==> config.mk <==
export PLATFORM = sky130hd
export DESIGN_NAME = fb_arbiter
export DESIGN_NICKNAME = d
export VERILOG_FILES = /design/src/source/fb_arbiter.sv
export SDC_FILE = /design/constraint.sdc
export NUM_CORES = 1
export LEC_CHECK = 0
export BUFFER_PORTS_ARGS = -buffer_cell sky130_fd_sc_hd__buf_2
export CAP_MARGIN = 20
export CORE_AREA = 2 2 39 41
export CTS_CLUSTER_DIAMETER = 50
export DETAILED_ROUTE_END_ITERATION = 8
export DIE_AREA = 0 0 41 43
export HOLD_SLACK_MARGIN = 0.06
export PLACE_DENSITY_LB_ADDON = 0.15
export SYNTH_ARGS = -nofsm -noshare
export SYNTH_HDL_FRONTEND = slang
export SYNTH_SLANG_ARGS = --single-unit
==> constraint.sdc <==
create_clock -name clk_pix -period 0.8 [get_ports clk_pix]
set_clock_uncertainty 0.1 [all_clocks]
set_input_delay 0.08 -clock clk_pix [delete_from_list [all_inputs] [get_ports clk_pix]]
set_output_delay 0.08 -clock clk_pix [all_outputs]
set_load 0.01 [all_outputs]
==> src/source/fb_arbiter.sv <==
`timescale 1ns/1ps

module fb_arbiter #(
    parameter int SCREEN_W = 160,
    parameter int SCREEN_H = 120
) (
    input  logic                                  clk_pix,
    input  logic                                  i_rst_n,
    input  logic                                  i_disp_req,
    input  logic [$clog2(SCREEN_W*SCREEN_H)-1:0]  i_disp_addr,
    input  logic                                  i_rast_req,
    input  logic [$clog2(SCREEN_W*SCREEN_H)-1:0]  i_rast_addr,
    input  logic                                  i_clearing,
    output logic                                  o_rast_grant,
    output logic [$clog2(SCREEN_W*SCREEN_H)-1:0]  o_rd_addr,
    output logic                                  o_rast_data_valid
);

    // display has fixed priority, and the raster side is locked out
    // while the clear sweep owns the write port
    assign o_rast_grant = i_rast_req && !i_disp_req && !i_clearing;

    // display requests are never refused
    assign o_rd_addr = i_disp_req ? i_disp_addr : i_rast_addr;

    // owner of the word coming back next cycle
    always_ff @(posedge clk_pix) begin
        if (!i_rst_n) begin
            o_rast_data_valid <= 1'b0;
        end else begin
            o_rast_data_valid <= o_rast_grant;  // depth test data
        end
    end

endmodule

==> metrics.yaml <==
final_layout_size_suffix_gt1_frac: 0.986
seq_area_frac_synth: 0.0741
cp_slowest_cell: "mux2_4"
post-cts-setup-buffers: 0
crit_arrival_ns: 0.75
synth_warnings: 0
antenna_left: 0
postSynthCellCount: 20
final_core_util: 0.512
synth_fa_ha_area_frac: 0
synth_ff_type: "dfxtp_1"
synthesis.area_um2: 270
cp.required_ns: 0.62
slew_headroom: 0.921
worstMarginPinSlew_ns: 0.117
fin_ws_ns: -0.129
vias_per_cell: 4.17
register_area_um2: 20.0
avgRoutedWirePerCell_um: 12.2
synthMuxAreaShare: 0.736
drt_pre_antenna_iters: 1
path_buf_inv: 3
setup_viol: 17
whs_ns: 0.305
top_regs: "o_rast_data_valid (1)"
synth_largest_area_cell: "mux2_4"
grt_usage: 0.124
regMostFlops: "o_rast_data_valid"
synth-compound-area-share: 0
maxSlewViolCount: 0
start_kind: "primary input"
postSynthAreaPerCell_um2: 13.5
grt_max_degree: 9
fin_total_pwr_mw: 0.478
cap_violations: 0
clk_pin_slew_ns: 0
core-area_mm2: 0.00138
yosysUniqueCellTypes: 7
cpPeakStageDelay_ns: 0.30
fin_crit_sh: 1.16
crit_end: "o_rd_addr[12]"
synth_fp_nets: 55
diodes: 0
place_hpwl_um: 822
grt_overflow: 0
finalHoldViolations: 0
cp.depth: 4
synth_top_family_by_area: "multiplexers"
gp_congestion: 0.681
io_pins: 52
grt_pass1_wl_mm: 1.59
fmax_mhz: 1080
multi_input_area_um2: 250
initial_utilization: 0.195
drc: 0
synth_area_leaders: "mux2_4, mux2_2, buf_12"
drt_iter0_drc: 0
grt_pass1_vias: 392
violations: "setup timing"
area_growth_pct: 162
power_leakage_nw: 0.405
rows: 14
ys_top_cells_by_count: "mux2_4, mux2_2"
hp-class: "primary input to register"
status: "complete, but fails checks"
endpoint_kind: "output port"
cp_max_fo: 8
die_y_um: 43
die_area_mm2: 0.00176
fin_nets: 109
critPathTopFamily: "buffers and inverters"
min_period_ns: 0.929
numPortBuffers: 51
fill_cells: 130
path_cells: "buf_8, buf_12, mux2_4, buf_6"
via_count: 367
synth_seq_cells: 1
p_per_area_mw_per_mm2: 675
peakVddDrop_mv: 0.259
yosysMostFrequentCell: "mux2_4"
cp-startpoint: "i_disp_req"
synth_xor_area_frac: 0
largest_reg_flops: 1
antenna_found_initial: 0
synth_top_area_frac: 0.444
grt_setup_unrepaired: "true"
critical_path_class: "primary input to output port"
hold_buffers: 0
synthSimpleGateAreaFrac: 0.0741
synth_edf_count: 0
die_w_um: 41
synth-async-reset-ratio: 0
wirelength_mm: 1.07
## cell usage in the layout (no fill, tap or decap)
| cell type | synthesis | routed |
|---|---|---|
| buf_12 | 1 | 1 |
| buf_6 | 1 | 16 |
| dfxtp_1 | 1 | 1 |
| buf_2 | 0 | 35 |
| and4bb_2 | 1 | 1 |
| mux2_4 | 8 | 15 |
| buf_16 | 0 | 1 |
| nor3b_2 | 0 | 1 |
| buf_8 | 0 | 1 |
## per-layer routing
metal	routed length [um]	track usage	vias to the layer above	share of wire
met5	0	0	-	0
met1	337	0.127	158	0.31
met2	625	0.253	29	0.58
met4	0	0	0	0
li1	-	-	180	-
met3	111	0.0157	0	0.10
## power by group
group / switching [mW] / internal (mW) / leakage [nW]
clock: 0 / 0 / 0
combinational: 0.136 / 0.290 / 0.397
sequential: 0.000214 / 0.0522 / 0.00814
total: 0.136 / 0.342 / 0.405
## layout make-up
class | count | share of cell area
well taps | 16 | 0.0283
multi-input cells | 17 | 0.353
repair buffers | 54 | 0.590
flip-flops and latches | 1 | 0.0283
## how the worst min path moves through the flow
stage               start                      endpoint  slack [ns]  cells past startpoint
2_1_floorplan  i_clearing                  o_rast_grant        0.09                      1
3_3_place_gp      i_rst_n  o_rast_data_valid$_SDFF_PN0_        0.29                      2
3_5_place_dp      i_rst_n  o_rast_data_valid$_SDFF_PN0_        0.31                      2
4_1_cts           i_rst_n  o_rast_data_valid$_SDFF_PN0_        0.32                      2
5_1_grt           i_rst_n  o_rast_data_valid$_SDFF_PN0_        0.32                      2
6_report          i_rst_n  o_rast_data_valid$_SDFF_PN0_        0.31                      2
## what timing repair did
| item | CTS | global route |
|---|---|---|
| pin swaps | 2 | 1 |
| cloned | 1 | 0 |
| resized for setup | 27 | 0 |
| setup endpoints to repair | 17 | 17 |
## kinds of logic after synthesis
family	Yosys count
mux	15
simple gates	2
buf+inv	2
flops	1
## per-stage QoR
step | area, um2 | instances | setup WS [ns] | setup TNS [ns]
2_1_floorplan | 284 | 20 | -0.0152 | -0.122
3_3_place_gp | 547 | 87 | -0.201 | -2.86
3_5_place_dp | 547 | 87 | -0.205 | -2.92
4_1_cts | 708 | 88 | -0.134 | -2.14
5_1_grt | 708 | 88 | -0.144 | -2.31
6_report | 708 | 88 | -0.129 | -2.07
(Power assumes the default switching activity.)
