`src/source/raster_pkg.sv`:
```
package raster_pkg;

    localparam int COORD_W = 10;  // signed screen coordinate
    localparam int DEPTH_W = 12;  // unsigned depth, all ones is far
    localparam int CIDX_W  = 4;   // colour index into the palette

    localparam logic [DEPTH_W-1:0] DEPTH_FAR = '1;

    typedef struct packed {
        logic signed [COORD_W-1:0] x;
        logic signed [COORD_W-1:0] y;
    } vertex_t;

    // one flat-shaded triangle, z is taken from vertex 0
    typedef struct packed {
        vertex_t             v0;
        vertex_t             v1;
        vertex_t             v2;
        logic [DEPTH_W-1:0]  z;
        logic [CIDX_W-1:0]   cidx;
    } triangle_t;

    // framebuffer word, depth in the upper bits
    typedef struct packed {
        logic [DEPTH_W-1:0]  depth;
        logic [CIDX_W-1:0]   cidx;
    } fb_word_t;

    // 4-bit red, green, blue per entry
    localparam logic [11:0] PALETTE [16] = '{
        12'h000, 12'h00a, 12'h0a0, 12'h0aa,
        12'ha00, 12'ha0a, 12'ha50, 12'haaa,
        12'h555, 12'h55f, 12'h5f5, 12'h5ff,
        12'hf55, 12'hf5f, 12'hff5, 12'hfff
    };

endpackage

```
`src/source/display_scan.sv`:
```
`timescale 1ns/1ps

module display_scan #(
    parameter int SCREEN_W = 160,
    parameter int SCREEN_H = 120,
    parameter int H_TOTAL  = 200,
    parameter int V_TOTAL  = 140
) (
    input  logic                                  clk_pix,
    input  logic                                  i_rst_n,
    output logic                                  o_req,
    output logic [$clog2(SCREEN_W*SCREEN_H)-1:0]  o_addr,
    input  raster_pkg::fb_word_t                  i_rd_data,
    output logic [raster_pkg::COORD_W-1:0]        o_sx,
    output logic [raster_pkg::COORD_W-1:0]        o_sy,
    output logic                                  o_de,
    output logic                                  o_frame,
    output logic [7:0]                            o_r,
    output logic [7:0]                            o_g,
    output logic [7:0]                            o_b
);
    import raster_pkg::*;

    localparam int ADDR_W = $clog2(SCREEN_W * SCREEN_H);
    localparam int HW     = $clog2(H_TOTAL);
    localparam int VW     = $clog2(V_TOTAL);

    logic [HW-1:0] hc, hc_n, sx1;
    logic [VW-1:0] vc, vc_n, sy1;
    logic          de1, frame1;
    logic [11:0]   rgb;

    always_comb begin
        hc_n = hc + 1'b1;
        vc_n = vc;
        if (hc == HW'(H_TOTAL - 1)) begin
            hc_n = '0;
            vc_n = (vc == VW'(V_TOTAL - 1)) ? '0 : vc + 1'b1;
        end
    end

    // request is registered together with the position it belongs to
    always_ff @(posedge clk_pix) begin
        if (!i_rst_n) begin
            hc    <= '0;
            vc    <= '0;
            o_req <= 1'b0;
        end else begin
            hc    <= hc_n;
            vc    <= vc_n;
            o_req <= (hc_n < SCREEN_W) && (vc_n < SCREEN_H);
        end
    end

    assign o_addr = ADDR_W'(vc * SCREEN_W + hc);
    assign rgb    = PALETTE[i_rd_data.cidx];

    // stage 1 waits on the memory, stage 2 on the palette
    always_ff @(posedge clk_pix) begin
        sx1  <= hc;
        sy1  <= vc;
        o_sx <= COORD_W'(sx1);
        o_sy <= COORD_W'(sy1);
        o_r  <= de1 ? {2{rgb[11:8]}} : 8'h00;  // nibble doubled
        o_g  <= de1 ? {2{rgb[7:4]}} : 8'h00;
        o_b  <= de1 ? {2{rgb[3:0]}} : 8'h00;
    end

    always_ff @(posedge clk_pix) begin
        if (!i_rst_n) begin
            de1     <= 1'b0;
            frame1  <= 1'b0;
            o_de    <= 1'b0;
            o_frame <= 1'b0;
        end else begin
            de1     <= o_req;
            frame1  <= o_req && (hc == '0) && (vc == '0);
            o_de    <= de1;
            o_frame <= frame1;
        end
    end

endmodule

```
`config.mk`:
```
export PLATFORM = sky130hd
export DESIGN_NAME = display_scan
export DESIGN_NICKNAME = d
export VERILOG_FILES = /design/src/source/raster_pkg.sv /design/src/source/display_scan.sv
export SDC_FILE = /design/constraint.sdc
export NUM_CORES = 1
export LEC_CHECK = 0
export BUFFER_PORTS_ARGS = -buffer_cell sky130_fd_sc_hd__buf_2
export CAP_MARGIN = 20
export CORE_MARGIN = 2
export CORE_UTILIZATION = 50
export DETAILED_ROUTE_END_ITERATION = 16
export MAX_ROUTING_LAYER = met4
export PLACE_DENSITY = 0.86
export SLEW_MARGIN = 30
export SYNTH_ARGS = -nofsm -noshare
export SYNTH_HDL_FRONTEND = slang
export SYNTH_SLANG_ARGS = --single-unit
```
`constraint.sdc`:
```
create_clock -name clk_pix -period 3.1 [get_ports clk_pix]
set_input_delay 0.31 -clock clk_pix [delete_from_list [all_inputs] [get_ports clk_pix]]
set_output_delay 0.31 -clock clk_pix [all_outputs]
set_load 0.02 [all_outputs]
```
==> results summary <==
The clock tree synthesis step divided the H-tree into 3 levels. The global-route wire length before repair is 6780 um. Counting instances, the worst hold path has a depth of 2. In this run the worst hold path is classified as in -> reg. The total of warnings raised by yosys came out at 0.

The top routing layer in use is met4. The final RePlAce weighted congestion is 0.838. Across the VDD grid, the largest voltage drop is 0.232 mV. The kind of capture point of the worst setup path is an output port. Data on the critical path is required at its endpoint by around 2.8 ns. Setup violations remaining at the end of the flow were counted as 0. The count of final hold-check violations is 0. The clock latency reported for the late side of the worst-skew pair came out at 0.32 ns. The starting utilization of the core area came out at a little over half. The overall die width is 74.6 um. The worst setup path is of the reg -> out kind. Setup repair after global routing left no endpoint under its margin. The number of flops mapped to enable cells by yosys is 0. The top-level port count came out at 80.

After legalization and detailed placement, the total HPWL measured 3200 um. For the worst setup path, the data arrival time is between 2 and 3 ns. The post-CTS clock slew at the launch and capture registers of the worst setup and hold paths is 0.06 ns. The pre-antenna-repair detailed-routing pass consisted of 4 iterations. Summing over every cut layer, the via total after detailed routing is 1791. The worst register-to-register path begins at hc[0]$_SDFF_PP0_. The net count of the finished layout is 332. The distinct cell type count after synthesis came out at 43.

Based on the critical path, the design can be clocked at up to 340 MHz. In this run switching power makes up 21.7% of total power. The minimum clock period after layout came out at slightly below 3 ns. For this design the ratio of total power to cell area is 496 mW/mm^2. The slew of the pin with the lowest slew margin is about 0.5 ns.

For this run, the number of standard cells in the final layout without fillers is approximately 370. In this run the tightest slew margin relative to its limit is 66.3%. In this run the most critical hold path is launched from i_rd_data[2]. The wire length on met3 came out at roughly 330 um. The depth of the worst register-to-register path came out at 6. The max-capacitance violation count is 0. The total global-route track usage came out at 17.2%. The worst hold path endpoint is o_r[5]$_SDFF_PN0_.

The longest clock path from root to sink contains 2 buffers. The async set-or-reset flop fraction in the synthesized netlist came out at 0%. The combinational cell fraction of total power came out at 5.1%. The number of sinks on the clock net came out at 58. The endpoint identified for the worst register-to-register timing path is o_req$_SDFF_PN0_. TritonCTS built the clock tree. The worst setup skew after layout came out at 0.00431 ns. By area the synthesized netlist is led by dfxtp_1, ha_1, buf_4. The flow ran to the end, and the final reports show no timing, DRC or antenna violations. The setup TNS came out at 0 ns. The design internal power is 0.00114 W. The largest net degree at the start of global routing came out at 12. The die covers 0.00557 mm^2. The routed length per placed instance came out at 12.4 um. The region available for standard cell placement spans 0.00475 mm^2. The post-synthesis sequential area ratio is 46.5%. The cell at the root of the clock tree is clkbuf_8. The most used flip-flop cell after synthesis is dfxtp_1.

Summing every instance area after synthesis gives 0.00249 mm^2. The leakage power is 1.46 nW. Of the total power, the clock network draws 41.8%. The detailed router finished its first iteration with 109 violations. The vias per cell came out at 4.91.

The y dimension of the die came out at 74.6 um. After clock tree synthesis, the flow added hold-fix buffers numbering 0. The period utilization is 94.8%. Detailed routing placed a total of 2110 um of wire on met2. The number of antenna violations at the first check in global routing is 0. For this design the total switching power over the nets is 0.000315 W. The kind of start point of the critical path is a register. The initialized floorplan defines 25 standard-cell rows. The average cell area after synthesis is 10.4 um^2.

The internal reg-to-reg setup slack came out at approximately 1.2 ns. The maximum fanout count along the critical path is 8. The number of design rule violations left after detail routing came out at 0. The number of nets still failing antenna checks after routing is 0.

The number of global-route vias before repair came out at 1552. The fraction of post-synthesis cell area in the top cell type by area is between 40% and 50%. After detailed routing, the total wire length is 4520 um.

The share of post-route cells with drive strength above 1 came out at between 30% and 40%. The library cells used most frequently in the layout, excluding fill and tap cells, are buf_2, dfxtp_1, nor2_1. Compared with the post-synthesis result, the final layout area differs by 17.6%. Summed over all instances, the cell type with the most area after synthesis is dfxtp_1. The number of pins exceeding their max-slew limit in the final report came out at 0.

The count of buffers added on input and output ports is 63. Once placement completed, the tool counted placed cells totaling between 300 and 400. The number of instances in the synthesized netlist came out at 241. Leaving out fill and tap cells, the most frequent cell in the layout is buf_2. The number of antenna diodes in the final layout is 0.

The number of buffers created by CTS came out at 9. The met1 layer wirelength in the final routing is roughly 2000 um. The total overflow left after global routing is 0. Counting flops and latches in the post-synthesis netlist gives 58. The sequential power share came out at 53.1%.
==> cells in the mapped netlist, types with 4 or more instances <==
| cell type | number |
|---|---|
| inv_1 | 11 |
| buf_4 | 28 |
| nor2_1 | 21 |
| xnor2_1 | 11 |
| a21oi_1 | 6 |
| ha_1 | 19 |
| nor2b_1 | 5 |
| nand3_1 | 6 |
| o21ai_0 | 4 |
| xor2_1 | 11 |
| dfxtp_1 | 58 |
| nand4_1 | 6 |
| nand2_1 | 6 |
| and2_1 | 9 |
==> power groups by stage <==
stage          combinational (W)  sequential (W)  clock, W
2_1_floorplan          0.0000587        0.000797         0
3_3_place_gp           0.0000742        0.000788         0
3_5_place_dp           0.0000755        0.000789         0
4_1_cts                0.0000756        0.000772  0.000626
5_1_grt                0.0000822        0.000774  0.000658
6_report               0.0000747        0.000772  0.000607
==> state kept, by name, indices dropped and copies added (netlist names) <==
name	cells
de1	1
frame1	1
hc	8
o_b	1
o_de	1
o_frame	1
o_g	2
o_r	2
o_req	1
o_sx	8
o_sy	8
sx1	8
sy1	8
vc	8
==> layout make-up <==
| cell class | instances | area, um^2 |
|---|---|---|
| sequential | 58 | 1170 |
| fill | 416 | 1820 |
| tap | 67 | 83.8 |
| clock inverter | 2 | 10.0 |
| timing repair buffer | 67 | 345 |
| multi-input combinational | 146 | 1110 |
| inverter | 11 | 41.3 |
| clock buffer | 14 | 173 |
==> per-stage QoR <==
stage | hold slack (ns) | util, % | instance area [um^2] | total power [W] | setup slack [ns]
5_1_grt | 0.213 | 61.7 | 2930 | 0.00151 | 0.0198
3_5_place_dp | 0.312 | 56.9 | 2710 | 0.000864 | 0.299
3_3_place_gp | 0.311 | 56.9 | 2710 | 0.000862 | 0.399
4_1_cts | 0.205 | 61.0 | 2900 | 0.00147 | 0.0379
2_1_floorplan | 0.310 | - | 2510 | 0.000855 | 0.341
6_report | 0.215 | 61.7 | 2930 | 0.00145 | 0.163
==> metal layers <==
layer | vias to the layer above | global-route usage, %
met5 | - | -
met4 | 0 | 10.1
met3 | 11 | 5.76
met2 | 73 | 26.5
met1 | 819 | 19.3
li1 | 888 | -
==> worst max path at each step <==
stage,startpoint,to,depth (start not counted)
after floorplan,vc[3]$_SDFF_PN0_,o_addr[14],8
after global placement,vc[4]$_SDFF_PN0_,o_addr[14],8
after detailed placement,vc[4]$_SDFF_PN0_,o_addr[14],8
after CTS,vc[1]$_SDFFE_PN0N_,o_addr[14],9
after global routing,vc[1]$_SDFFE_PN0N_,o_addr[12],8
final,vc[3]$_SDFF_PN0_,o_addr[14],9
==> worst max-delay path, stage by stage, from the launching register on <==
cell	delay, ns
dfxtp_1	0.33
buf_4	0.17
ha_1	0.33
ha_4	0.30
o21ai_1	0.08
or4b_4	0.49
o2111ai_2	0.12
nand4_1	0.15
xnor2_1	0.15
buf_2	0.18
==> what timing repair did <==
action	4_1_cts	5_1_grt
pin swaps	0	2
resized for setup	2	7
setup endpoints to repair	2	3
cloned	0	0
buffers inserted	1	0
==> cell families after synthesis <==
family,Yosys count,share of synthesized area (%)
adder cells (fa/ha/maj),21,11.1
AND/OR/NAND/NOR,71,15.9
buffers and inverters,40,10.5
XOR/XNOR,22,7.72
flip-flops,58,46.5
other,1,0.150
AO/OA/AOI/OAI,28,8.02
Note: power is estimated with default switching activity, not from simulation.
